===== src/bram_pkg.sv =====
package bram_pkg;

	// uart timing, clock cycles per bit
	localparam int clks_per_bit = 8;
	// width of the per-bit cycle counter
	localparam int cnt_len = $clog2(clks_per_bit);

	// serial bus field widths
	localparam int addr_len = 12;
	localparam int data_len = 8;
	localparam int burst_len = 8;

	// ram size in bytes
	localparam int mem_depth = 4096;

	// three received bytes, first byte in the top bits
	// bit 23 write flag, 22:20 unused, 19:8 address, 7:0 data or burst
	typedef union packed {
		// write command, low byte is the data to store
		struct packed {
			logic                write;
			logic [2:0]          spare;
			logic [addr_len-1:0] addr;
			logic [data_len-1:0] data;
		} wr;
		// read command, low byte is burst length minus one
		struct packed {
			logic                 write;
			logic [2:0]           spare;
			logic [addr_len-1:0]  addr;
			logic [burst_len-1:0] burst;
		} rd;
	} cmd_word_u;

endpackage


===== src/command_assembler.sv =====
module command_assembler (
	input  logic                          clk,
	input  logic                          reset,
	input  logic [bram_pkg::data_len-1:0] rx_byte,
	input  logic                          rx_strobe,
	input  logic                          cmd_take,
	output bram_pkg::cmd_word_u           cmd_word,
	output logic                          cmd_valid
);
	import bram_pkg::*;

	// bytes 0 and 1 of the command in progress
	logic [2*data_len-1:0] asm_sh;
	// index of the next byte expected
	logic [1:0] byte_cnt;
	// third byte arriving now
	logic last_byte;
	// holding word free, or freed this cycle
	logic load;

	assign last_byte = rx_strobe && (byte_cnt == 2'd2);
	assign load = last_byte && (!cmd_valid || cmd_take);

	always_ff @(posedge clk) begin
		if (reset) begin
			byte_cnt <= '0;
			cmd_valid <= 1'b0;
		end else begin
			// counter keeps running while a word is held
			if (rx_strobe) begin
				byte_cnt <= last_byte ? 2'd0 : byte_cnt + 1'b1;
			end
			if (load) begin
				cmd_valid <= 1'b1;
			end else if (cmd_take) begin
				cmd_valid <= 1'b0;
			end
		end
	end

	always_ff @(posedge clk) begin
		if (rx_strobe && !last_byte) begin
			asm_sh <= {asm_sh[data_len-1:0], rx_byte};
		end
		// a complete word with the holder still full is lost
		if (load) begin
			cmd_word <= {asm_sh, rx_byte};
		end
	end

endmodule


===== config.mk =====
export PLATFORM = sky130hd
export DESIGN_NAME = command_assembler
export DESIGN_NICKNAME = d
export VERILOG_FILES = /design/src/bram_pkg.sv /design/src/command_assembler.sv
export SDC_FILE = /design/constraint.sdc
export NUM_CORES = 1
export LEC_CHECK = 0
export BUFFER_PORTS_ARGS = -buffer_cell sky130_fd_sc_hd__buf_2
export CAP_MARGIN = 20
export CORE_MARGIN = 1.5
export CORE_UTILIZATION = 47
export DETAILED_ROUTE_END_ITERATION = 8
export PLACE_DENSITY = 0.82
export SETUP_SLACK_MARGIN = 0.1
export SKIP_LAST_GASP = 1
export SLEW_MARGIN = 25
export SYNTH_ARGS = -nofsm -noshare
export SYNTH_HDL_FRONTEND = slang
export SYNTH_SLANG_ARGS = --single-unit

===== constraint.sdc =====
create_clock -name clk -period 4.5 [get_ports clk]
set_clock_uncertainty 0.1 [all_clocks]
set_input_delay 0.675 -clock clk [delete_from_list [all_inputs] [get_ports clk]]
set_output_delay 0.675 -clock clk [all_outputs]
set_load 0.02 [all_outputs]

* Word-level counts from Yosys, hierarchy flattened
Cells that the tools add are included.
** Storage, ports and cells
- Flip-flop bits (word level) :: 43
- Output and inout bits :: 25
** Cells by class
- Add/sub/neg operators :: 1
- Equal/unequal tests :: 1
- Mux-type cells :: 3
- Reductions and logical operators :: 7
** Operator list (count)
- 1-bit logical AND :: 3
- 2-bit by 1-bit adder with 2-bit output, second input constant :: 1
- 2-bit equality test, second input constant :: 1
- 1-bit zero test :: 2
- 1-bit two-way mux :: 2
- 2-bit two-way mux :: 1
- 2-bit nonzero test :: 1
- 1-bit logical OR :: 1

* Depth between registers and ports, before layout
- Depth after elaboration :: 4
- Mapped depth :: 2
- Mapped depth without buffers :: 2

* Least setup slack after synthesis
OpenSTA, ideal clock, no wires.
- Kind :: input -> register
- Start :: in rx_strobe
- End :: reg asm_sh[0], enable pin
- Arrival time :: 1909 ps
- Required time :: 3986 ps
- Setup slack :: 2077 ps
- Stages on the path :: 1
- Buffers on the path :: 0
- Cells stage by stage :: a21boi_0
** On the way
- Cells in the longest elaborated chain, start to end :: 3
** RTL lines
- from (decl) :: line command_assembler.sv:5 : input logic rx_strobe,
- 1-bit logical AND :: line command_assembler.sv:21 : assign last_byte = rx_strobe && (byte_cnt == 2'd2);
- 1-bit zero test :: line command_assembler.sv:42 : if (rx_strobe && !last_byte) begin
- 1-bit logical AND (*) :: line command_assembler.sv:42
- to (signal assigned) :: line command_assembler.sv:43 : asm_sh <= {asm_sh[data_len-1:0], rx_byte};
- to (decl) :: line command_assembler.sv:13 : logic [2*data_len-1:0] asm_sh;
Mark *: on every way between the ends. The rest lies on a longest branch, timed or not.
A chain may end at the register's enable or synchronous reset.

* Final worst setup path
- Start :: reg cmd_word[11] (netlist name)
- End :: out cmd_word[11] (netlist name)
** RTL lines
- from (decl) :: line command_assembler.sv:7 : output bram_pkg::cmd_word_u cmd_word,
- from (signal assigned) :: line command_assembler.sv:47 : cmd_word <= {asm_sh, rx_byte};
No word-level cell between the ends.

==> impl_metrics.py <==
metrics = {
    "run_status": {
        "status": "complete, no violations",
    },
    "floorplanning": {
        "die_h_um": 56.30,
        "io_pins": 37,
        "core_area_um2": 2734,
        "initial_utilization": 0.4883,
        "die_area_um2": 3169,
        "fp-row-count": 19,
        "die_w_um": 56.30,
    },
    "worst_setup_path": {
        "r2r_slack_ns": 2.89,
        "cpLargestDelayFamily": "flip-flops",
        "cp_slowest_cell": "edfxtp_1",
        "arrival_ns": 0.90,
        "start_kind": "flop",
        "path_class": "flop to primary output",
        "r2r-end": "cmd_word[13]",
        "rr_worst_depth": 2,
        "cp_max_fo": 1,
        "timing.rr.start": "byte_cnt[0]",
        "worstPathRequired_ns": 3.72,
        "crit_chain": "buf_2",
        "cpPeakStageDelay_ns": 0.39,
        "endpoint_kind": "primary output",
        "worst-path-buf-inv": 1,
    },
    "logic_synthesis": {
        "synth_edf_count": 40,
        "yosys.area.top_type": "edfxtp_1",
        "yosys_warnings": 0,
        "yosysUniqueCellTypes": 11,
        "synth.most_common_cell": "edfxtp_1",
        "synth_common_cells": "edfxtp_1, dfxtp_1, a21oi_1, nand3b_1",
        "synth_area_leaders": "edfxtp_1, dfxtp_1, nand3b_1, a21oi_1, or4b_1",
        "synthesis.nets": 66,
        "netlist_area_um2": 1335,
        "synth_top_area_frac": 0.8997,
        "postSynthCellCount": 54,
        "yosysSeqAreaShare": 0.9447,
        "async_reset_ff_frac": 0,
        "syn_area_per_cell_um2": 24.72,
        "ys_ff_latch": 43,
        "yosys_most_used_dff": "edfxtp_1",
    },
    "clock_network": {
        "numCtsBuffers": 5,
        "clk_path_buf_depth": 2,
        "h-tree-depth": 2,
        "clock_latency_ns": 0.34,
        "post-cts-setup-buffers": 0,
        "clock_sinks": 43,
        "cts.reportedPaths.clkPinSlew_ns": 0.11,
        "cts_tree": "done",
        "cts_root_buf": "clkbuf_4",
        "hold_buffers": 0,
        "cts.repair.resized": 0,
    },
    "timing": {
        "slew_viol_final": 0,
        "finalSetupTns_ns": 0,
        "worstMarginPinSlew_ns": 0.6654,
        "finalSetupViolations": 0,
        "period_minus_slack_ns": 1.677,
        "hold_violations": 0,
        "rsz0062_at_grt": "false",
        "timing.fmax_ghz": 0.5961,
        "post-route-period-util": 0.3728,
        "max_slew_margin": 0.5554,
        "fin_ws_ns": 2.823,
    },
    "min_path": {
        "min_from": "asm_sh[12]",
        "hold_path_class": "flop to flop",
        "worstHoldPathCells": 0,
        "holdPathEnd": "cmd_word[20]",
    },
    "placement": {
        "post-place-ws_ns": 2.122,
        "io_buffers": 36,
        "placed_area_um2": 1564,
        "gp_congestion": 0.6406,
    },
    "cells_and_area": {
        "drive_gt1_frac": 0.4545,
        "diodes": 0,
        "nFillCells": 202,
        "finalNetCount": 110,
        "post-route-cell-area_um2": 1645,
        "postLayoutCoreUtil": 0.6018,
        "area_growth_pct": 23.24,
    },
    "routing": {
        "dr.pass1.iters": 4,
        "ant_nets": 0,
        "avgViaCountPerCell": 4.900,
        "drt_wl_total_mm": 1.779,
        "route.detailed.drc": 0,
        "wl_per_cell_um": 13.68,
        "via_count": 637,
        "drt_iter0_markers": 14,
    },
    "global_route": {
        "overflow": 0,
        "grt_max_degree": 25,
        "grt_use_total": 0.1275,
        "grt_pass1_vias": 639,
        "antenna_found_initial": 0,
        "grt_pass1_wl_mm": 2.849,
    },
    "run": {
        "drv_cap": 0,
    },
    "power": {
        "total_power_w": 0.0007080,
        "peakVddDrop_uv": 329.6,
        "power_density_nw_per_um2": 430.3,
        "p_leak_nw": 0.6171,
    },
}
[logic make-up after synthesis]
group	after synthesis	share of synthesized area
flops	43	0.9447
simple gates	6	0.03374
compound gates	4	0.01875
buf+inv	1	0.002809
[registers in the layout, indices dropped and copies added, names as in the netlist]
| signal | flops |
|---|---|
| asm_sh | 16 |
| cmd_word | 24 |
| byte_cnt | 2 |
| cmd_valid | 1 |
[layout make-up]
cell class | instances | area [um2] | share of cell area
inverters | 1 | 3.754 | 0.002281
multi-input cells | 10 | 77.57 | 0.04715
clock inverters | 3 | 38.79 | 0.02357
flip-flops and latches | 43 | 1261 | 0.7665
clock buffers | 5 | 37.54 | 0.02281
repair buffers | 37 | 187.7 | 0.1141
well taps | 31 | 38.79 | 0.02357
[through the flow]
| step | hold WS, ns | std cells |
|---|---|---|
| finish | 0.3305 | 130 |
| global route | 0.3380 | 130 |
| CTS | 0.3335 | 130 |
| detailed placement | 0.3075 | 122 |
| global placement | 0.3006 | 122 |
| floorplan | 0.3003 | 54 |
[layout by cell type, fill, tap and decap left out]
| cell type | n |
|---|---|
| a21boi_1 | 1 |
| a21oi_1 | 2 |
| buf_2 | 36 |
| buf_4 | 1 |
| bufinv_16 | 1 |
| clkbuf_4 | 5 |
| clkinv_1 | 1 |
| clkinv_2 | 1 |
| dfxtp_1 | 3 |
| edfxtp_1 | 40 |
| inv_1 | 1 |
| nand2b_1 | 1 |
| nand3b_1 | 2 |
| nor2b_4 | 1 |
| o31ai_1 | 1 |
| or2b_1 | 1 |
| or4b_1 | 1 |
[metal layers]
metal | part of all wire | track usage | up-vias
met1 | 0.41 | 0.1405 | 304
met3 | 0.10 | 0.08986 | 3
met4 | 0.016 | 0.06122 | 0
li1 | - | - | 298
met2 | 0.47 | 0.1866 | 32
met5 | 0 | 0 | -
[power by group]
part	internal, W	switching, W
Combinational	0.00000862	0.0000149
Sequential	0.000453	0.00000504
Clock	0.000114	0.000112
Total	0.000576	0.000132
[how the worst max path moves through the flow]
stage / to / cells past startpoint / startpoint / slack [ns]
after floorplan: asm_sh[0] / 1 / rx_strobe / 2.08
after global placement: cmd_word[18] / 3 / rx_strobe / 2.24
after detailed placement: cmd_word[10] / 3 / rx_strobe / 2.12
after CTS: cmd_word[20] / 3 / rx_strobe / 2.49
after global routing: cmd_word[11] / 1 / cmd_word[11] / 2.76
final: cmd_word[11] / 1 / cmd_word[11] / 2.82
(Power assumes the default switching activity.)
