$ cat config.mk
export PLATFORM = sky130hd
export DESIGN_NAME = uart_transmitter
export DESIGN_NICKNAME = d
export VERILOG_FILES = /design/src/bram_pkg.sv /design/src/uart_transmitter.sv
export SDC_FILE = /design/constraint.sdc
export NUM_CORES = 1
export LEC_CHECK = 0
export ABC_AREA = 1
export ABC_CLOCK_PERIOD_IN_PS = 1900
export BUFFER_PORTS_ARGS = -buffer_cell sky130_fd_sc_hd__buf_2
export CAP_MARGIN = 20
export CORE_ASPECT_RATIO = 1.4
export CORE_MARGIN = 5
export CORE_UTILIZATION = 30
export DETAILED_ROUTE_END_ITERATION = 16
export HOLD_SLACK_MARGIN = 0.1
export PLACE_DENSITY = 0.51
export SYNTH_ARGS = -nofsm -noshare
export SYNTH_HDL_FRONTEND = slang
export SYNTH_SLANG_ARGS = --single-unit
$ cat constraint.sdc
create_clock -name clk -period 1.9 [get_ports clk]
set_clock_uncertainty 0.2 [all_clocks]
set_input_delay 0.095 -clock clk [delete_from_list [all_inputs] [get_ports clk]]
set_output_delay 0.095 -clock clk [all_outputs]
set_load 0.1 [all_outputs]
$ cat src/bram_pkg.sv
package bram_pkg;

	// uart timing, clock cycles per bit
	localparam int clks_per_bit = 8;
	// width of the per-bit cycle counter
	localparam int cnt_len = $clog2(clks_per_bit);

	// serial bus field widths
	localparam int addr_len = 12;
	localparam int data_len = 8;
	localparam int burst_len = 8;

	// ram size in bytes
	localparam int mem_depth = 4096;

	// three received bytes, first byte in the top bits
	// bit 23 write flag, 22:20 unused, 19:8 address, 7:0 data or burst
	typedef union packed {
		// write command, low byte is the data to store
		struct packed {
			logic                write;
			logic [2:0]          spare;
			logic [addr_len-1:0] addr;
			logic [data_len-1:0] data;
		} wr;
		// read command, low byte is burst length minus one
		struct packed {
			logic                 write;
			logic [2:0]           spare;
			logic [addr_len-1:0]  addr;
			logic [burst_len-1:0] burst;
		} rd;
	} cmd_word_u;

endpackage

$ cat src/uart_transmitter.sv
module uart_transmitter (
	input  logic                          clk,
	input  logic                          reset,
	input  logic [bram_pkg::data_len-1:0] tx_byte,
	input  logic                          tx_strobe,
	output logic                          tx,
	output logic                          tx_busy
);
	import bram_pkg::*;

	// stop, data, start, sent from bit 0 up
	logic [data_len+1:0] frame;
	logic [cnt_len-1:0] cnt;
	// bits after the one on the line
	logic [3:0] bits_left;
	logic bit_end;

	assign bit_end = tx_busy && (cnt == '0);
	// idle line is high
	assign tx = tx_busy ? frame[0] : 1'b1;

	always_ff @(posedge clk) begin
		if (reset) begin
			tx_busy <= 1'b0;
			cnt <= '0;
			bits_left <= '0;
		end else if (!tx_busy) begin
			if (tx_strobe) begin
				tx_busy <= 1'b1;
				cnt <= cnt_len'(clks_per_bit - 1);
				bits_left <= 4'd9;
			end
		end else if (!bit_end) begin
			cnt <= cnt - 1'b1;
		end else begin
			cnt <= cnt_len'(clks_per_bit - 1);
			// stop bit done
			if (bits_left == '0) begin
				tx_busy <= 1'b0;
			end else begin
				bits_left <= bits_left - 1'b1;
			end
		end
	end

	always_ff @(posedge clk) begin
		if (tx_strobe && !tx_busy) begin
			frame <= {1'b1, tx_byte, 1'b0};
		end else if (bit_end) begin
			frame <= {1'b1, frame[data_len+1:1]};
		end
	end

endmodule
# Word level (Yosys, flattened, before mapping)
# Cells that the tools add are included.
# totals
regBits,17
latch_bits,0
ramBits,0
romBits,0
in_bits,11
output_inout_bits,2
elab_cells,31
mem_count,0
# op_classes
addsub,2
multipliers,0
n_div,0
order_cmp,0
eq_ne,2
shift,0
n_mux,14
bitwise,0
n_reduce_logical,8
# ops
operator,count
$mux W9,2
$mux W4,4
$mux W3,3
$mux W1,5
$logic_not A4 Y1,1
$reduce_bool A2 Y1,2
$sub A4 B1 Y4 const B,1
$logic_not A3 Y1,1
$reduce_and A3 Y1,1
$sub A3 B1 Y3 const B,1
$logic_and A1 B1 Y1,2
$ne A2 B1 Y1 const B,1
$ne A2 B2 Y1 const B,1
$logic_not A1 Y1,1

# Logic depth before layout (Yosys ltp)
# depth
depth_word,4
depth_mapped,9
depth_no_buf,9

# Worst setup path before layout
# Ideal clock, no wire load.
# synth_timing
path_type,register to register
startpoint,register tx_busy
endpoint,register frame[1] (data pin)
setup_time_ns,0.256
arrival_ns,1.789
required_ns,1.444
path_slack_ns,-0.345
stages_incl_launch_ff,5
n_path_buf,0
period_less_slack_ns,2.245
cell_sequence,dfxtp_1 > inv_1 > nand2_4 > inv_2 > a22o_1
# synth_between
elab_chain_cells,3
# synth_rtl
element,line,source
start: declaration,uart_transmitter.sv:7,output logic tx_busy
start signal: assignment,uart_transmitter.sv:24,tx_busy <= 1'b0;
start signal: assignment,uart_transmitter.sv:29,tx_busy <= 1'b1;
start signal: assignment,uart_transmitter.sv:39,tx_busy <= 1'b0;
$logic_not A1 Y1,uart_transmitter.sv:47,if (tx_strobe && !tx_busy) begin
$logic_and A1 B1 Y1,uart_transmitter.sv:47,
$mux W9,uart_transmitter.sv:47,
end signal: assignment,uart_transmitter.sv:48,"frame <= {1'b1, tx_byte, 1'b0};"
end signal: assignment,uart_transmitter.sv:50,"frame <= {1'b1, frame[data_len+1:1]};"
end: declaration,uart_transmitter.sv:12,logic [data_len+1:0] frame;
# Every way passes these cells.
# A chain may end at the register's enable or synchronous reset.

# Final worst setup path
# layout_timing
startpoint,register cnt[0]
endpoint,"register frame[3], enable pin"
# layout_between
elab_chain_cells,3
# layout_rtl
element,line,source
start: declaration,uart_transmitter.sv:13,logic [cnt_len-1:0] cnt;
start signal: assignment,uart_transmitter.sv:30,cnt <= cnt_len'(clks_per_bit - 1);
start signal: assignment,uart_transmitter.sv:34,cnt <= cnt - 1'b1;
start signal: assignment,uart_transmitter.sv:36,cnt <= cnt_len'(clks_per_bit - 1);
$logic_not A3 Y1,uart_transmitter.sv:18,assign bit_end = tx_busy && (cnt == '0);
$logic_and A1 B1 Y1,uart_transmitter.sv:18,
$reduce_bool A2 Y1 (no line),-,
# Every way passes these cells.

==> summary.txt <==
Critical path
  • Worst Reg-to-Reg Cells: 6
  • Endpoint type of the worst setup path: flop
  • CP Data Arrival Time: between 1500 and 2000 ps
  • Worst path required time: approximately 1700 ps
  • Worst-path fanout max: 10
  • Critical path type: reg -> reg
  • Worst setup SP type: flop

Hold path
  • Hold path cells: 1
  • Hold Path Class: reg -> reg

Yosys
  • Synthesized cell area: between 800 and 900 um^2
  • Netlist cell types: 18
  • Prevailing post-synth register cell: dfxtp_1
  • Synthesis Warnings: 0
  • Post-synthesis sequential area ratio: between 50% and 60%
  • Yosys reg bits: 17
  • Ys async rst share: 0%
  • Syn Nets: 94
  • EDFF count, synth: 8
  • Cell accounting for the most synthesized area: edfxtp_1
  • Most frequent cell after synthesis: nor2_1
  • Synth top area share: between 20% and 30%
  • Post-synth top cells: nor2_1, dfxtp_1, edfxtp_1, nand2_1
  • Synth area leaders: edfxtp_1, dfxtp_1, a22o_1
  • Syn Area/Cell: around 10 um^2
  • Synth Instances: 80

Power and ir drop
  • Worst VDD drop: around 0.00058 V
  • Clock power share: 23.3%
  • PwrDens: a little under 800 nW/um^2
  • Internal power: 579 uW
  • LEAKAGE: between 0.4 and 0.5 nW
  • Sw Pwr: about 250 uW
  • Sw frac: ~30%
  • Register share of total power: 54.4%
  • Logic pwr share: around 22%

Route
  • Residual DRC: 0
  • DRT Pass-1 Iters: 4
  • Routed Wire Length: ~1.6 mm
  • Average wire per standard cell: 11.4 um
  • Initial DRC count: 13
  • Vias: roughly 640
  • Detail Route Antenna Nets: 0
  • Vias per std cell: ~4.5

Global route
  • Largest net degree at the start of global routing: 11
  • Grt ovf: 0
  • Total global-route track usage: roughly a tenth
  • Global-route wire length before repair: ~2.8 mm
  • Number of global-route vias before repair: approximately 660
  • Initial antenna violation count: 0

Clock tree
  • Number of H-tree levels: 1
  • Clk root buf: clkbuf_4
  • Longest Clk Path Bufs: 2
  • CTS Buf Count: 3
  • CTS tree: yes
  • Clock slew at reported path FFs: approximately 100 ps
  • Clock Latency Late Sink: 280 ps
  • # clock sinks: 17
  • Cts repair resizes: 0

Cells and area
  • Reg area: 422 um^2
  • Final cell count without fillers: between 100 and 150
  • Share of layout cells above drive strength 1: around a quarter
  • Multi-input logic area: approximately 360 um^2
  • Number of diodes: 0
  • Fill cells: between 200 and 300
  • Layout area overhead: 28.7%
  • Post-route cell area: 1040 um^2
  • Final #Nets: ~120

STA
  • Post-route minimum period: 1750 ps
  • Slew headroom: about 68%
  • Tcrit/Tclk final: around 92%
  • Unrepaired setup endpoints after global routing: false
  • Sum Neg Setup Slack: 0 ps
  • Fmax achieved: 0.571 GHz
  • Setup violators final: 0
  • Worst slew pin tran: approximately 500 ps
  • Max-slew violation count: 0
  • Fin. Hold Viols: 0

Floorplanning
  • Ports: 13
  • Die area: 3850 um^2
  • Vert. Die Dim: just over 70 um
  • Row count: 22
  • Starting Density: a little under a third
  • Core Area: 2620 um^2
  • Die width: about 54 um

Placement
  • IO buf count: 12
  • Placed inst area: 916 um^2
  • GPL Wtd Cong: 0.749
  • DP Cell Count: between 100 and 150
  • DP HPWL: ~1.1 mm

Run
  • Max_cap viols: 0

Status
  • Status: finished clean
power groups by stage:
stage               clock network, mW  registers (mW)  logic (mW)
floorplan                           0           0.466       0.119
CTS                             0.202           0.449       0.188
finish                          0.192           0.449       0.184
global route                    0.224           0.454       0.206
global placement                    0           0.458       0.170
detailed placement                  0           0.457       0.170
layer usage:
| metal | wire, um | global-route usage, % |
|---|---|---|
| met1 | 730 | 11.2 |
| met3 | 75 | 3.12 |
| met5 | 0 | 0 |
| met2 | 802 | 17.0 |
| met4 | 10 | 2.56 |
sequential cells by signal, summed over array words and instances, names as in the netlist:
name / count
cnt: 3
bits_left: 4
tx_busy: 1
frame: 9
kinds of logic (layout without fill, tap and decap cells):
family | after synthesis | count (layout) | synth area share (%)
DFF | 17 | 17 | 51.9
and+or+nand+nor | 31 | 31 | 22.1
adders and majority gates | 3 | 3 | 4.64
buffers and inverters | 9 | 35 | 4.17
xor gates and xnor gates | 2 | 2 | 2.16
AOI/OAI and AO/OA | 18 | 18 | 15.0
final timing paths:
check,end,slack [ps],from
max,frame[3],150,cnt[0]
min,cnt[0],280,cnt[0]
max reg2reg,frame[3],150,cnt[0]
min reg2reg,cnt[0],280,cnt[0]
through the flow:
stage	power (mW)	util [%]	hold slack (ps)	setup WS [ps]
final	0.825	39.9	277	150
after global routing	0.884	39.9	318	19.8
after CTS	0.838	39.9	278	126
after detailed placement	0.628	35.0	152	145
after global placement	0.628	35.0	156	202
after floorplan	0.586	-	-43.3	83.9
timing repair:
action / CTS / global route
hold endpoints to repair: 17 / 0
hold buffers: 10 / 0
buffers inserted: 0 / 0
cells in the final DEF (no fill, tap or decap), types with 3 or more instances in the layout:
master / instances
nand3_1: 4
a22o_1: 7
edfxtp_1: 8
ha_1: 3
a21oi_1: 3
nand2_4: 4
inv_1: 7
dlygate4sd3_1: 10
buf_2: 12
o21ai_0: 5
nand2_1: 8
clkbuf_4: 3
nor2_1: 11
dfxtp_1: 8
worst max-delay path, cell delays in order, from the launching register on:
cell	delay, ps
dfxtp_1	340
inv_1	90
ha_1	200
nand2_4	80
nor2_8	180
inv_2	90
nand2_1	260
cell type report:
type / instances / share of cell area (%)
inverter: 9 / 3.24
tap: 36 / 4.32
clock buffer: 4 / 2.52
multi-input combinational: 54 / 34.1
timing repair buffer: 22 / 15.4
sequential: 17 / 40.5
Power figures use the tool's default switching activity.
