$ cat src/bram_pkg.sv
package bram_pkg;

	// uart timing, clock cycles per bit
	localparam int clks_per_bit = 8;
	// width of the per-bit cycle counter
	localparam int cnt_len = $clog2(clks_per_bit);

	// serial bus field widths
	localparam int addr_len = 12;
	localparam int data_len = 8;
	localparam int burst_len = 8;

	// ram size in bytes
	localparam int mem_depth = 4096;

	// three received bytes, first byte in the top bits
	// bit 23 write flag, 22:20 unused, 19:8 address, 7:0 data or burst
	typedef union packed {
		// write command, low byte is the data to store
		struct packed {
			logic                write;
			logic [2:0]          spare;
			logic [addr_len-1:0] addr;
			logic [data_len-1:0] data;
		} wr;
		// read command, low byte is burst length minus one
		struct packed {
			logic                 write;
			logic [2:0]           spare;
			logic [addr_len-1:0]  addr;
			logic [burst_len-1:0] burst;
		} rd;
	} cmd_word_u;

endpackage

$ cat src/uart_receiver.sv
module uart_receiver (
	input  logic                          clk,
	input  logic                          reset,
	input  logic                          rx,
	output logic [bram_pkg::data_len-1:0] rx_byte,
	output logic                          rx_strobe
);
	import bram_pkg::*;

	// two flop synchronizer
	logic rx_s1;
	logic rx_s2;
	// frame in progress
	logic busy;
	// 0 start, 1..8 data, 9 stop
	logic [3:0] bit_idx;
	logic [cnt_len-1:0] cnt;
	// mid-bit sample point
	logic sample;

	assign sample = busy && (cnt == '0);

	always_ff @(posedge clk) begin
		if (reset) begin
			rx_s1 <= 1'b1;
			rx_s2 <= 1'b1;
			busy <= 1'b0;
			bit_idx <= '0;
			cnt <= '0;
			rx_strobe <= 1'b0;
		end else begin
			rx_s1 <= rx;
			rx_s2 <= rx_s1;
			rx_strobe <= 1'b0;
			if (!busy) begin
				// falling edge, wait half a bit to reach mid start bit
				if (!rx_s2) begin
					busy <= 1'b1;
					bit_idx <= '0;
					cnt <= cnt_len'(clks_per_bit / 2 - 1);
				end
			end else if (!sample) begin
				cnt <= cnt - 1'b1;
			end else begin
				cnt <= cnt_len'(clks_per_bit - 1);
				bit_idx <= bit_idx + 1'b1;
				// glitch, line back high at mid start bit
				if (bit_idx == 4'd0 && rx_s2) begin
					busy <= 1'b0;
				end else if (bit_idx == 4'd9) begin
					busy <= 1'b0;
					// low stop bit drops the byte
					rx_strobe <= rx_s2;
				end
			end
		end
	end

	// data bits arrive lsb first
	always_ff @(posedge clk) begin
		if (sample && bit_idx >= 4'd1 && bit_idx <= 4'd8) begin
			rx_byte <= {rx_s2, rx_byte[data_len-1:1]};
		end
	end

endmodule

$ cat config.mk
export PLATFORM = sky130hd
export DESIGN_NAME = uart_receiver
export DESIGN_NICKNAME = d
export VERILOG_FILES = /design/src/bram_pkg.sv /design/src/uart_receiver.sv
export SDC_FILE = /design/constraint.sdc
export NUM_CORES = 1
export LEC_CHECK = 0
export ABC_AREA = 0
export ABC_CLOCK_PERIOD_IN_PS = 1850
export BUFFER_PORTS_ARGS = -buffer_cell sky130_fd_sc_hd__buf_4
export CORE_UTILIZATION = 38
export CTS_BUF_LIST = sky130_fd_sc_hd__clkbuf_2 sky130_fd_sc_hd__clkbuf_4 sky130_fd_sc_hd__clkbuf_8
export DETAILED_ROUTE_END_ITERATION = 8
export GPL_ROUTABILITY_DRIVEN = 0
export GPL_TIMING_DRIVEN = 0
export PLACE_DENSITY_LB_ADDON = 0.1
export SKIP_CTS_REPAIR_TIMING = 1
export SLEW_MARGIN = 5
export SYNTH_ARGS = -nofsm -noshare
export SYNTH_HDL_FRONTEND = slang
export SYNTH_SLANG_ARGS = --single-unit
$ cat constraint.sdc
create_clock -name clk -period 1.85 [get_ports clk]
set_input_delay 0.37 -clock clk [delete_from_list [all_inputs] [get_ports clk]]
set_output_delay 0.37 -clock clk [all_outputs]
set_load 0.01 [all_outputs]
# Yosys cells after proc, flatten, opt, wreduce, memory -nomap -nowiden
# Index checks and enable logic that the tools add are counted.
[word_totals] reg_bits=19 in_bits=3 out_inout_bits=9
[classes] addsub=2 order_cmp=2 eq_ne=3 muxes=11 bitwise_logic=3 n_reduce_logical=8
[op_table] op="$mux W4" count=3
[op_table] op="$mux W3" count=3
[op_table] op="$mux W1" count=5
[op_table] op="$reduce_or A5 Y1" count=1
[op_table] op="$add A4 B1 Y4 const B" count=1
[op_table] op="$eq A4 B4 Y1 const B" count=1
[op_table] op="$ge A4 B1 Y1 const B" count=1
[op_table] op="$le A4 B4 Y1 const B" count=1
[op_table] op="$logic_and A1 B1 Y1" count=4
[op_table] op="$logic_not A4 Y1" count=1
[op_table] op="$ne A2 B1 Y1 const B" count=2
[op_table] op="$logic_not A3 Y1" count=1
[op_table] op="$not A1 Y1" count=3
[op_table] op="$sub A3 B1 Y3 const B" count=1
[op_table] op="$reduce_and A2 Y1" count=1

# Depth between registers and ports, before layout
[depth] word_depth=5 depth_mapped=5 mapped_depth_nobuf=5

# Worst setup path before layout
# Ideal clock, no wire load.
[synth_path] path_kind="reg2reg" startpoint="register bit_idx[0]" endpoint="register rx_byte[0] (netlist bit), enable pin" setup_ns=0.386 t_arrival_ns=1.496 required_ns=1.464 setup_slack_ns=-0.032 stages_incl_launch_ff=6 n_path_buf=0 period_less_slack_ns=1.882 cell_sequence="dfxtp_1 > inv_1 > ha_1 > nand2b_1 > nor3_1 > a211oi_1"
[synth_between] elab_chain_cells=3 word_cells_on_any_way=4
[synth_lines] element="start, declared" line_no="uart_receiver.sv:16" rtl="logic [3:0] bit_idx;"
[synth_lines] element="start signal, assigned" line_no="uart_receiver.sv:46" rtl="bit_idx <= bit_idx + 1'b1;"
[synth_lines] element="$ge A4 B1 Y1" line_no="uart_receiver.sv:61" rtl="if (sample && bit_idx >= 4'd1 && bit_idx <= 4'd8) begin"
[synth_lines] element="$logic_and A1 B1 Y1" line_no="uart_receiver.sv:61"
[synth_lines] element="$logic_and A1 B1 Y1 (*)" line_no="uart_receiver.sv:61"
[synth_lines] element="end signal, assigned" line_no="uart_receiver.sv:62" rtl="rx_byte <= {rx_s2, rx_byte[data_len-1:1]};"
[synth_lines] element="end, declared" line_no="uart_receiver.sv:5" rtl="output logic [bram_pkg::data_len-1:0] rx_byte,"
# Every way passes the cells marked *; elsewhere a longest branch is shown, timed or not.
# A chain may end at the register's enable or synchronous reset.

# Worst setup path after layout
[layout_path] startpoint="register bit_idx[0]" endpoint="register rx_byte[3] (netlist bit), enable pin"
# Same word-level chain as after synthesis.

==> impl_metrics.json <==
{
  "die_width_um": 47.3,
  "clock_latency_ns": 0.29,
  "tightest_slew_ns": 0.338,
  "ys_seq_area_share_pct": 59.0,
  "antenna_found_initial": 0,
  "rr_worst_depth": 6,
  "fp.dieH_um": 47.3,
  "post_dp_cell_area_um2": 895,
  "worstPathArrival_ns": 1.66,
  "n_fill_cell": 183,
  "finalCoreUtilization_pct": 49.0,
  "cts_tree": "yes",
  "p_comb_share_pct": 8.4,
  "fin_crit_ns": 1.64,
  "vias": 512,
  "core.rowCount": 16,
  "fin_cells": 105,
  "cts_sinks": 19,
  "diodes": 0,
  "core_um2": 1940,
  "r2r-start": "bit_idx[0]$_SDFFE_PP0P_",
  "drv_cap": 0,
  "hp-class": "input port to register",
  "syn_nets": 71,
  "netlist_area_um2": 781,
  "wl_per_cell_um": 11.9,
  "wl_mm": 1.25,
  "syn_avg_cell_area_um2": 12.4,
  "crit_required_ns": 1.87,
  "ir_drop_mv": 0.461,
  "portBuffers": 10,
  "start_util_pct": 40.2,
  "internal_power_uw": 572,
  "ys_ff_latch": 19,
  "cts_buffer_depth": 2,
  "clk_pin_slew_worst_paths_ns": 0.10,
  "finClkSkew_ns": 0.00486,
  "fin_crit_sh_pct": 88.5,
  "crit_start": "bit_idx[0]$_SDFFE_PP0P_",
  "status": "finished clean",
  "grt_pass1_vias": 472,
  "post-dp-hpwl_um": 835,
  "cts_root_buf": "clkbuf_4",
  "grt_max_degree": 11,
  "whs_ns": 0.254,
  "finalSetupViolCount": 0,
  "slew_headroom_pct": 77.3,
  "yosys_warnings": 0,
  "r2r_slack_ns": 0.21,
  "placedCellCount": 100,
  "power_switching_uw": 167,
  "p_total_uw": 739,
  "grt_pass1_wl_mm": 1.97,
  "rsz0062_at_grt": "no",
  "area_growth_pct": 22.0,
  "firstDrtPassIters": 3,
  "r2r_end": "rx_byte[3]$_DFFE_PP_",
  "power_leakage_uw": 0.000360,
  "start_kind": "register",
  "remaining_drc_errors": 0,
  "seq_power_share_pct": 61.5,
  "final_area_um2": 952,
  "crit_fanout": 8,
  "initialDrtViolationCount": 8,
  "cp-endpoint": "rx_byte[3]$_DFFE_PP_",
  "p_clk_share_pct": 30.0,
  "drive_above_1_share_pct": 28.2,
  "dieArea_um2": 2240,
  "viasPerCell": 4.88,
  "grt-ovfl-total": 0,
  "max_freq_ghz": 0.611,
  "power_density_nw_per_um2": 776,
  "fin_nets": 87,
  "io_pins": 12,
  "grt_usage_pct": 12.7,
  "ant_nets": 0,
  "switching_share_pct": 22.6,
  "timing.final.hold_violations": 0,
  "h-tree-depth": 1,
  "slew_viol_final": 0,
  "cts_made_buffers": 3,
  "crit_type": "register to register",
  "crit_path_end_kind": "register",
  "yosys.cell_types.count": 27,
  "synth_cells": 63
}
## cell usage after synthesis, drive strengths merged
library cell  count  area share (%)
nand4b            1             1.1
inv               4             1.9
o21a              2             1.9
buf               1            0.64
dfxtp            11              28
a21oi             1            0.64
a211oi            3             2.9
mux2i             1             1.3
nand2             1            0.48
and4bb            1             1.6
nor3b             2             1.9
nand3             1            0.64
o21bai            1            0.96
ha                5             8.0
nor2              5             2.4
clkbuf            1            0.48
edfxtp            8              31
nor3              2             1.3
or2               2             1.6
nand2b            1            0.80
or3               1            0.80
nand3b            1             2.6
o31ai             1            0.96
o21ai             2             1.3
a311oi            2             2.2
mux2              1             1.4
xor2              1             1.1
## sequential cells by signal (all words and copies together), names as in the netlist
register / flops
rx_byte: 8
rx_s2: 1
bit_idx: 4
rx_strobe: 1
busy: 1
rx_s1: 1
cnt: 3
## final cells by class
type	instances	area, um2	share of cell area [%]
Buffer	2	8.76	0.920
Clock buffer	4	30.0	3.15
Inverter	4	15.0	1.58
Multi-Input combinational cell	38	309	32.5
Sequential cell	19	460	48.4
Tap cell	27	33.8	3.55
Timing Repair Buffer	11	95.1	9.99
## critical path, cell delays in order, from the launching register on
cell and delay [ns]:
dfxtp_1 0.44, inv_1 0.07, ha_1 0.19, nand2b_1 0.18, nor3_1 0.11, a211oi_4 0.21, buf_12 0.16
## worst min-delay path by stage
stage                                  end        startpoint  cells past startpoint
final                     rx_s1$_SDFF_PP1_                rx                      2
after global routing      rx_s1$_SDFF_PP1_                rx                      2
after global placement    rx_s2$_SDFF_PP1_  rx_s1$_SDFF_PP1_                      1
after floorplan           rx_s2$_SDFF_PP1_  rx_s1$_SDFF_PP1_                      1
after detailed placement  rx_s2$_SDFF_PP1_  rx_s1$_SDFF_PP1_                      1
after CTS                 rx_s1$_SDFF_PP1_                rx                      2
## cells in the final DEF, fill, tap and decap left out, types with 4 or more instances in the layout
cell type  synthesis  final
dfxtp_1           11     11
buf_4              0     10
clkbuf_4           0      4
inv_1              4      4
edfxtp_1           8      8
ha_1               5      5
nor2_1             5      5
## metal layers
| layer | share of wire (%) | track usage, % | vias up | wire [um] |
|---|---|---|---|---|
| li1 | - | - | 256 | - |
| met2 | 45 | 19.2 | 7 | 561 |
| met4 | 1.8 | 6.86 | 0 | 23 |
| met5 | 0 | 0 | - | 0 |
| met3 | 2.6 | 2.31 | 4 | 32 |
| met1 | 51 | 17.1 | 245 | 631 |
## power groups by stage
stage,logic [uW],clock network [uW],registers [uW]
floorplan,46.1,0,463
global placement,57.3,0,464
detailed placement,59.0,0,464
CTS,59.6,236,455
global route,71.3,243,457
finish,62.3,222,455
## cell families (layout without fill, tap and decap cells)
| group | Yosys count | after routing | share of synthesized area [%] |
|---|---|---|---|
| multiplexers | 2 | 2 | 2.72 |
| XOR/XNOR | 1 | 1 | 1.12 |
| flip-flops | 19 | 19 | 59.0 |
| AND/OR/NAND/NOR | 18 | 18 | 15.2 |
| buffers and inverters | 6 | 21 | 3.04 |
| adder cells (fa/ha/maj) | 5 | 5 | 8.01 |
| AO/OA/AOI/OAI | 12 | 12 | 10.9 |
## metrics by stage
stage / TNS [ns] / setup WS (ns)
2_1_floorplan: 0 / 0.211
3_3_place_gp: 0 / 0.0191
3_5_place_dp: -0.172 / -0.0218
4_1_cts: -0.422 / -0.0529
5_1_grt: 0 / 0.103
6_report: 0 / 0.214
Power figures use the tool's default switching activity.
