==> src/bram_pkg.sv <==
package bram_pkg;

	// uart timing, clock cycles per bit
	localparam int clks_per_bit = 8;
	// width of the per-bit cycle counter
	localparam int cnt_len = $clog2(clks_per_bit);

	// serial bus field widths
	localparam int addr_len = 12;
	localparam int data_len = 8;
	localparam int burst_len = 8;

	// ram size in bytes
	localparam int mem_depth = 4096;

	// three received bytes, first byte in the top bits
	// bit 23 write flag, 22:20 unused, 19:8 address, 7:0 data or burst
	typedef union packed {
		// write command, low byte is the data to store
		struct packed {
			logic                write;
			logic [2:0]          spare;
			logic [addr_len-1:0] addr;
			logic [data_len-1:0] data;
		} wr;
		// read command, low byte is burst length minus one
		struct packed {
			logic                 write;
			logic [2:0]           spare;
			logic [addr_len-1:0]  addr;
			logic [burst_len-1:0] burst;
		} rd;
	} cmd_word_u;

endpackage

==> src/bus_master.sv <==
module bus_master (
	input  logic                          clk,
	input  logic                          reset,
	input  bram_pkg::cmd_word_u           cmd_word,
	input  logic                          cmd_valid,
	output logic                          cmd_take,
	output logic                          bus_master_valid,
	output logic                          bus_write_en,
	output logic                          bus_read_en,
	output logic                          bus_addr,
	output logic                          bus_wdata,
	output logic                          bus_master_ready,
	input  logic                          bus_rdata,
	input  logic                          bus_slave_valid,
	output logic [bram_pkg::data_len-1:0] tx_byte,
	input  logic                          tx_busy,
	output logic                          tx_strobe
);
	import bram_pkg::*;

	logic in_header;
	logic in_read;
	logic is_write;
	logic [3:0] hdr_cnt;
	// bits of the current read byte
	logic [2:0] bit_cnt;
	logic [addr_len-1:0] addr_sh;
	logic [data_len-1:0] field_sh;
	// bytes still due after the current one
	logic [burst_len-1:0] burst_left;
	logic byte_done;

	assign cmd_take = cmd_valid && !in_header && !in_read;
	assign bus_master_valid = in_header;
	assign bus_write_en = in_header && is_write;
	assign bus_read_en = in_header && !is_write;
	assign bus_addr = addr_sh[0];
	assign bus_wdata = field_sh[0];
	// hold the slave while the uart is sending or a byte waits for it
	assign bus_master_ready = in_read && !tx_busy && !tx_strobe;
	assign byte_done = bus_slave_valid && (bit_cnt == 3'd7);

	always_ff @(posedge clk) begin
		if (reset) begin
			in_header <= 1'b0;
			in_read <= 1'b0;
			is_write <= 1'b0;
			hdr_cnt <= '0;
			bit_cnt <= '0;
			burst_left <= '0;
			tx_strobe <= 1'b0;
		end else begin
			tx_strobe <= byte_done;
			if (bus_slave_valid) begin
				bit_cnt <= bit_cnt + 1'b1;
			end
			if (cmd_take) begin
				in_header <= 1'b1;
				hdr_cnt <= '0;
				is_write <= cmd_word.wr.write;
				burst_left <= cmd_word.rd.burst;
			end else if (in_header) begin
				hdr_cnt <= hdr_cnt + 1'b1;
				// twelve header cycles, one per address bit
				if (hdr_cnt == 4'(addr_len - 1)) begin
					in_header <= 1'b0;
					in_read <= !is_write;
				end
			end else if (in_read && tx_strobe) begin
				if (burst_left == '0) begin
					in_read <= 1'b0;
				end else begin
					burst_left <= burst_left - 1'b1;
				end
			end
		end
	end

	always_ff @(posedge clk) begin
		if (cmd_take) begin
			addr_sh <= cmd_word.wr.addr;
			// data or burst, the same low byte in both views
			field_sh <= cmd_word.wr.data;
		end else if (in_header) begin
			addr_sh <= {1'b0, addr_sh[addr_len-1:1]};
			field_sh <= {1'b0, field_sh[data_len-1:1]};
		end
		// read bytes come back lsb first
		if (bus_slave_valid) begin
			tx_byte <= {bus_rdata, tx_byte[data_len-1:1]};
		end
	end

endmodule

==> config.mk <==
export PLATFORM = sky130hd
export DESIGN_NAME = bus_master
export DESIGN_NICKNAME = d
export VERILOG_FILES = /design/src/bram_pkg.sv /design/src/bus_master.sv
export SDC_FILE = /design/constraint.sdc
export NUM_CORES = 1
export LEC_CHECK = 0
export ABC_AREA = 1
export BUFFER_PORTS_ARGS = -buffer_cell sky130_fd_sc_hd__buf_2
export CAP_MARGIN = 20
export CORE_MARGIN = 1.5
export CORE_UTILIZATION = 55
export DETAILED_ROUTE_END_ITERATION = 8
export GPL_ROUTABILITY_DRIVEN = 0
export PLACE_DENSITY = 0.82
export SYNTH_ARGS = -nofsm -noshare
export SYNTH_HDL_FRONTEND = slang
export SYNTH_SLANG_ARGS = --single-unit
export TNS_END_PERCENT = 100
==> constraint.sdc <==
create_clock -name clk -period 3.4 [get_ports clk]
set_input_delay 0.68 -clock clk [delete_from_list [all_inputs] [get_ports clk]]
set_output_delay 0.68 -clock clk [all_outputs]
set_load 0.01 [all_outputs]
# == Word-level counts from Yosys, hierarchy flattened ==
# Cells that the tools add are included.
# Widths: inputs -> output; s select.
# word_totals
ff_bits,47
input_bits,30
word_cells,55
# classes
add_sub_neg,3
n_eq_ne,5
mux,15
n_bitwise,1
n_reduce_logical,21
# ops
cell,count
$mux 8,6
$mux 12,2
$logic_and 1x1->1,8
$logic_not 8->1,1
$reduce_bool 2->1,4
$sub 8x1->8 const B,1
$mux 1,7
$logic_not 1->1,5
$add 4x1->4 const B,1
$eq 4x4->1 const B,1
$ne 2x2->1 const B,2
$reduce_and 4->1,1
$add 3x1->3 const B,1
$eq 3x3->1 const B,1
$reduce_and 3->1,1
$ne 2x1->1 const B,1
$reduce_or 2->1,1
$not 1->1,1

# == Logic depth before layout (Yosys ltp) ==
# Gate-level depths: netlist (run 1).
# depth
word_depth,5
ltp_mapped,9
depth_no_buf,9

# == Worst setup path before layout (run 1) ==
# No wires, ideal clock.
# synth_path
path_kind,input to output
from,input port cmd_valid
to,output port cmd_take
arrival_time_ps,1188
required_ps,2720
slack_ps,1532
cell_stages,4
cell_sequence,nand2_4 -> nor2_8 -> buf_4 -> buf_4
# synth_between
elab_chain_cells,2
# synth_rtl
element,line_no,source
"start, declared",bus_master.sv:5,"input logic cmd_valid,"
$logic_and 1x1->1 (2 in a row),bus_master.sv:33,assign cmd_take = cmd_valid && !in_header && !in_read;
"end, declared",bus_master.sv:6,"output logic cmd_take,"
# No other way between the ends.

# == Worst setup path in the final report (run 1) ==
# Same ends and word-level chain as after synthesis.

==> results of run 1 <==
==> state kept, by name (all words and copies together) (netlist names) <==
signal	cells
addr_sh	12
burst_left	8
field_sh	8
tx_byte	8
tx_strobe	1
is_write	1
hdr_cnt	4
in_read	1
bit_cnt	3
bus_master_valid	1
==> per-layer routing <==
metal,vias to the layer above,share of wire
met5,-,0
met4,0,0.015
met3,5,0.050
met2,37,0.49
met1,809,0.45
li1,879,-
==> final timing paths <==
path | start | to | slack (ns) | depth (start not counted)
worst min-delay path | tx_byte[6] | tx_byte[5] | 0.45 | 0
worst min register to register | tx_byte[6] | tx_byte[5] | 0.45 | 0
worst max register to register | bus_master_valid | burst_left[7] | 1.70 | 6
worst max-delay path | cmd_valid | cmd_take | 1.34 | 4
==> final cells by class <==
class                           count  area share
Inverter                           21      0.0327
Timing Repair Buffer               43      0.0876
Multi-Input combinational cell    173       0.330
Clock inverter                      3     0.00604
Clock buffer                        5      0.0277
Tap cell                           48      0.0242
Sequential cell                    47       0.491
==> worst register-to-register path, delay by kind of cell, from the launching register on <==
family / cells / cell delay (ns)
AND/OR/NAND/NOR: 4 / 0.65
AO/OA/AOI/OAI: 1 / 0.28
flip-flops: 1 / 0.46
buffers and inverters: 1 / 0.21
==> cell usage after synthesis <==
cell / count / area share
buf_6: 4 / 0.021
o21ai_1: 13 / 0.030
buf_4: 2 / 0.0068
nand2_2: 5 / 0.014
nand3_1: 5 / 0.011
nor2_4: 2 / 0.010
xnor2_1: 1 / 0.0040
nand2_1: 75 / 0.13
a21oi_1: 4 / 0.0091
buf_2: 1 / 0.0023
ha_1: 5 / 0.029
o21ai_0: 8 / 0.018
nor2_8: 1 / 0.0091
a21oi_2: 1 / 0.0040
nand2_4: 1 / 0.0051
clkbuf_1: 1 / 0.0017
nor3_1: 2 / 0.0046
nand3_2: 1 / 0.0046
dfxtp_1: 19 / 0.17
nor3b_1: 2 / 0.0068
xor2_1: 1 / 0.0040
nor2_2: 1 / 0.0029
inv_2: 2 / 0.0034
nor2_1: 44 / 0.075
inv_1: 18 / 0.031
o21ai_2: 1 / 0.0040
inv_4: 1 / 0.0029
edfxtp_1: 28 / 0.38
==> power groups by stage <==
| stage | Sequential, uW | Clock, uW | Combinational (uW) |
|---|---|---|---|
| after floorplan | 700 | 0 | 139 |
| after global placement | 700 | 0 | 183 |
| after detailed placement | 703 | 0 | 191 |
| after CTS | 691 | 324 | 192 |
| after global routing | 696 | 350 | 218 |
| final | 690 | 320 | 190 |
==> cells by family after synthesis <==
group	share of synthesized area
adder cells (fa/ha/maj)	0.0285
buffers and inverters	0.0685
AND/OR/NAND/NOR	0.273
XOR/XNOR	0.00799
flip-flops	0.557
AO/OA/AOI/OAI	0.0651
==> cells in the final DEF (no fill, tap or decap) <==
cell type,n
nand3_1,5
nand2_2,5
nand2_4,1
nand2_1,75
a21oi_2,1
nor2_1,44
xnor2_1,1
xor2_1,1
clkinv_2,3
buf_4,1
nor2_2,1
nand3_2,1
nor2_4,2
a21oi_1,4
o21ai_2,1
buf_2,42
edfxtp_1,28
nor2_8,1
o21ai_0,8
nor3b_1,2
ha_1,5
clkbuf_8,5
o21ai_1,13
inv_4,1
inv_2,2
inv_1,18
nor3_1,2
dfxtp_1,19
==> through the flow <==
stage / cells / hold slack [ns]
after floorplan: 249 / 0.436
after global placement: 332 / 0.425
after detailed placement: 332 / 0.430
after CTS: 340 / 0.449
after global routing: 340 / 0.453
final: 340 / 0.448
==> summary.md, run 1 <==
| Metric | Value |
|---|---|
| Fmax | `0.486 GHz` |
| Skew-Pair Late Insertion Delay | `0.30 ns` |
| Critical path class | `primary input to primary output` |
| Total power | `1200 uW` |
| Number of synthesized register bits | `47` |
| Fill cells | `340` |
| HP Class | `flip-flop to flip-flop` |
| Die area | `0.00437 sq mm` |
| Max cap viols | `0` |
| Final Slew Violations | `0` |
| CTS Hold Bufs | `0` |
| Post-Syn Area per Cell | `8.80 sq um` |
| Multi-input gate area | `821 sq um` |
| Drt first pass iters | `4` |
| Clock-pin slew on the worst setup and hold paths | `0.08 ns` |
| Layout cell share with drive strength beyond 1 | `0.229` |
| Root Driver | `clkbuf_8` |
| Post-placement cell area | `0.00240 sq mm` |
| Peak supply drop | `0.378 mV` |
| Net Switching | `324 uW` |
| Rel. slew slack | `0.647` |
| Sw Share | `0.270` |
| CP Launch Type | `primary input` |
| H-tree levels | `2` |
| CTS tree | `built` |
| Pin count of the biggest net entering global routing | `32` |
| P&R area growth vs syn | `13.4%` |
| Status | `completed` |
| Final worst slack | `1.34 ns` |
| Wire per inst | `11.5 um` |
| DP HPWL | `2810 um` |
| # Post-CTS Setup Buffers | `0` |
| Register area | `0.00122 sq mm` |
| Hold Fails Final Rpt | `0` |
| CP dominant cell by count | `buf_2` |
| Final instance area | `0.00248 sq mm` |
| Final core occ | `0.664` |
| Crit path cell chain | `buf_2, nand2_4, nor2_8, buf_2` |
| CORE AREA | `0.00374 sq mm` |
| Vias in the first global route | `1508` |
| Starting density of the core | `0.586` |
| Setup TNS | `0 ns` |
| IO Pins | `46` |
| Met1 GRT Util | `0.261` |
| Cell variety after synth | `28` |
| Combinational power share | `0.158` |
| Worst EP required | `2.72 ns` |
| Pre-CTS setup slack | `1.34 ns` |
| Sequential cell area fraction in the yosys report | `0.557` |
| Static Leak | `0.00117 uW` |
| PostCTS Resize Cnt | `0` |
| Worst slew pin tran | `0.530 ns` |
| Crit path DAT | `1.38 ns` |
| Met3 Use GR | `0.0511` |
| Pwr per Cell Area | `483 mW/mm^2` |
| All-Layer GR Usage | `0.202` |
| Routed Antenna Nets | `0` |
| Port Buffers | `42` |
| Final Cycle Share | `0.605` |
| Rows | `22` |
| Post-route minimum period | `2.06 ns` |
| Ys Warns | `0` |
| Clk sinks | `47` |
| Synthesized area | `0.00219 sq mm` |
| Die W | `66.1 um` |
| CP max-delay cell | `nor2_8` |
| Vias | `1730` |
| CP delay by family, top | `simple AND/OR/NAND/NOR gates` |
| Worst setup EP type | `primary output` |
| Cells after synthesis | `249` |
| Initial DRC count | `134` |
| Initial antenna violation count | `0` |
| Routed WL | `3920 um` |
| First-pass GRT wire length | `6480 um` |
| DRC Markers | `0` |
| Net Count, Synth | `284` |
| Clk pwr share | `0.266` |
| Final Skew | `0.00521 ns` |
| CTS buffer count | `5` |
| Share of total power in sequential cells | `0.576` |
| Fin nets | `326` |
| CP max FO | `24` |
| RSZ-0062 raised after global routing | `no` |
| Final setup viols | `0` |
| Ant diodes | `0` |
| Int Power | `876 uW` |
| GR Util met2 | `0.323` |
| Slowest stage delay, CP | `0.31 ns` |
| CTS Buffer Depth | `2` |
| CP bufs+invs | `2` |
| Via density | `5.09` |
| Global route hottest layer | `met2` |
| Grt ovf | `0` |
| Die Y | `66.1 um` |
Power figures use the tool's default switching activity.
==> run 2: changes to the inputs <==
--- a/config.mk
+++ b/config.mk
@@ -9,10 +9,10 @@
 export BUFFER_PORTS_ARGS = -buffer_cell sky130_fd_sc_hd__buf_2
 export CAP_MARGIN = 20
 export CORE_MARGIN = 1.5
-export CORE_UTILIZATION = 55
+export CORE_UTILIZATION = 49
 export DETAILED_ROUTE_END_ITERATION = 8
 export GPL_ROUTABILITY_DRIVEN = 0
-export PLACE_DENSITY = 0.82
+export PLACE_DENSITY = 0.78
 export SYNTH_ARGS = -nofsm -noshare
 export SYNTH_HDL_FRONTEND = slang
 export SYNTH_SLANG_ARGS = --single-unit
==> constraint.sdc (replaced) <==
create_clock -name clk -period 1.8 [get_ports clk]
set_input_delay 0.36 -clock clk [delete_from_list [all_inputs] [get_ports clk]]
set_output_delay 0.36 -clock clk [all_outputs]
set_load 0.01 [all_outputs]
==> run 2 against run 1 <==
Flip-flop and latch count unchanged. Critical endpoint is now bus_write_en. Wire length shrank 1.9%. Highest routed layer unchanged. Utilization decreased by 7.6 points. Hold slack worse by 0.21 ns. Final cell count rose by 3.2%. Critical path depth stayed put. Sequential share of layout area decreased by 1.1 points. Register-to-register slack got worse by 1.4 ns. Die area increased by 12%. Global-route usage down 3.4 points. Via count shrank 2.8%. Critical path type is now flip-flop to primary output. Largest cell class unchanged.
==> summary.md, run 2 (same netlist as run 1, synthesis figures left out) <==
| Metric | Value |
|---|---|
| Status | `completed` |
| Skew-Pair Late Insertion Delay | `0.29 ns` |
| Total power | `2270 uW` |
| DRC Markers | `0` |
| Post-route minimum period | `1.53 ns` |
| RSZ-0062 raised after global routing | `no` |
| Die area | `0.00488 sq mm` |
| Final Skew | `0.00817 ns` |
| Die Y | `69.9 um` |
| Clock-pin slew on the worst setup and hold paths | `0.08 ns` |
| Initial antenna violation count | `0` |
| Critical path class | `flip-flop to primary output` |
| Register area | `0.00122 sq mm` |
| IO Pins | `46` |
| DP Cell Count | `343` |
| Final worst slack | `0.266 ns` |
| HP Class | `primary input to flip-flop` |
| Commonest cells after routing, fill and taps aside | `nand2_1 (75), nor2_1 (44), buf_2 (42)` |
| Crit path DAT | `1.17 ns` |
| CP max FO | `8` |
| All-Layer GR Usage | `0.168` |
| CTS tree | `built` |
| CTS buffer count | `5` |
| Routed Antenna Nets | `0` |
| Root Driver | `clkbuf_8` |
| Max cap viols | `0` |
| Final Cycle Share | `0.852` |
| P&R area growth vs syn | `16.0%` |
| Ant diodes | `0` |
| Clk sinks | `47` |
| Multi-input gate area | `821 sq um` |
| Fill cells | `391` |
| Via density | `4.79` |
| Non-Filler Instances | `351` |
| Hold Fails Final Rpt | `0` |
| CORE AREA | `0.00432 sq mm` |
| Reg with most FFs | `addr_sh` |
| Worst EP required | `1.44 ns` |
| Rows | `24` |
| Starting density of the core | `0.507` |
| Initial DRC count | `125` |
| Die W | `69.9 um` |
| CTS Buffer Depth | `2` |
| Drt first pass iters | `4` |
| Pwr per Cell Area | `894 mW/mm^2` |
| Fin nets | `333` |
| Layout cell share with drive strength beyond 1 | `0.244` |
| Worst setup EP type | `primary output` |
| Static Leak | `0.00120 uW` |
| PostCTS Resize Cnt | `0` |
| Vias in the first global route | `1504` |
| Final Slew Violations | `0` |
| Grt ovf | `0` |
| H-tree levels | `2` |
| Rel. slew slack | `0.779` |
| Max reg flops | `12` |
| Peak supply drop | `0.703 mV` |
| CTS Hold Bufs | `0` |
| Wire per inst | `10.9 um` |
| CP Launch Type | `flip-flop` |
| Worst slew pin tran | `0.331 ns` |
| Port Buffers | `42` |
| Vias | `1682` |
| DP HPWL | `2820 um` |
| Final setup viols | `0` |
| Routed WL | `3840 um` |
| Pin count of the biggest net entering global routing | `21` |
| Most common cell after layout, fill and taps aside | `nand2_1` |
| Pre-CTS setup slack | `0.312 ns` |
| # Post-CTS Setup Buffers | `0` |
| First-pass GRT wire length | `6530 um` |
| Fmax | `0.652 GHz` |
| Setup TNS | `0 ns` |
[run 2: changes by cell type in the layout (fill, tap and decap cells not counted)]
cell / previous run / this run
clkinv_2: 3 / 1
clkinvlp_4: 0 / 1
clkbuf_1: 0 / 1
buf_4: 1 / 8
[run 2: worst max-delay path: stages, from the launching register on]
cell	delay (ns)
dfxtp_1	0.47
buf_4	0.21
nand2_1	0.05
inv_1	0.04
buf_2	0.11
[run 2: area by class of cell]
cell class,instances,area share
Multi-Input combinational cell,173,0.323
Clock inverter,2,0.00492
Clock buffer,6,0.0285
Inverter,21,0.0320
Timing Repair Buffer,50,0.106
Tap cell,52,0.0256
Sequential cell,47,0.480
[run 2: path summary, 6_finish.rpt]
| path | start | end | slack [ns] | cells after the start |
|---|---|---|---|---|
| max | bus_master_valid | bus_write_en | 0.27 | 4 |
| min reg2reg | tx_byte[2] | tx_byte[1] | 0.45 | 0 |
| min | bus_rdata | tx_byte[7] | 0.24 | 1 |
| max reg2reg | burst_left[0] | burst_left[6] | 0.30 | 9 |
[run 2: report_power, final]
part / internal (uW) / total [uW] / switching, uW
Combinational: 149 / 375 / 226
Sequential: 1250 / 1300 / 46.5
Clock: 271 / 601 / 329
[run 2: stage by stage]
stage	hold WS, ns	instance area [sq um]	utilization
3_3_place_gp	0.425	2460	0.569
4_1_cts	0.230	2540	0.588
6_report	0.238	2540	0.588
2_1_floorplan	0.422	2190	-
5_1_grt	0.233	2540	0.588
3_5_place_dp	0.432	2460	0.569
[run 2: routing by layer]
layer | up-vias | GRT usage | wire [um]
li1 | 890 | - | -
met1 | 750 | 0.226 | 1780
met2 | 36 | 0.269 | 1830
met3 | 6 | 0.0390 | 183
met4 | 0 | 0.0577 | 51
met5 | - | 0 | 0
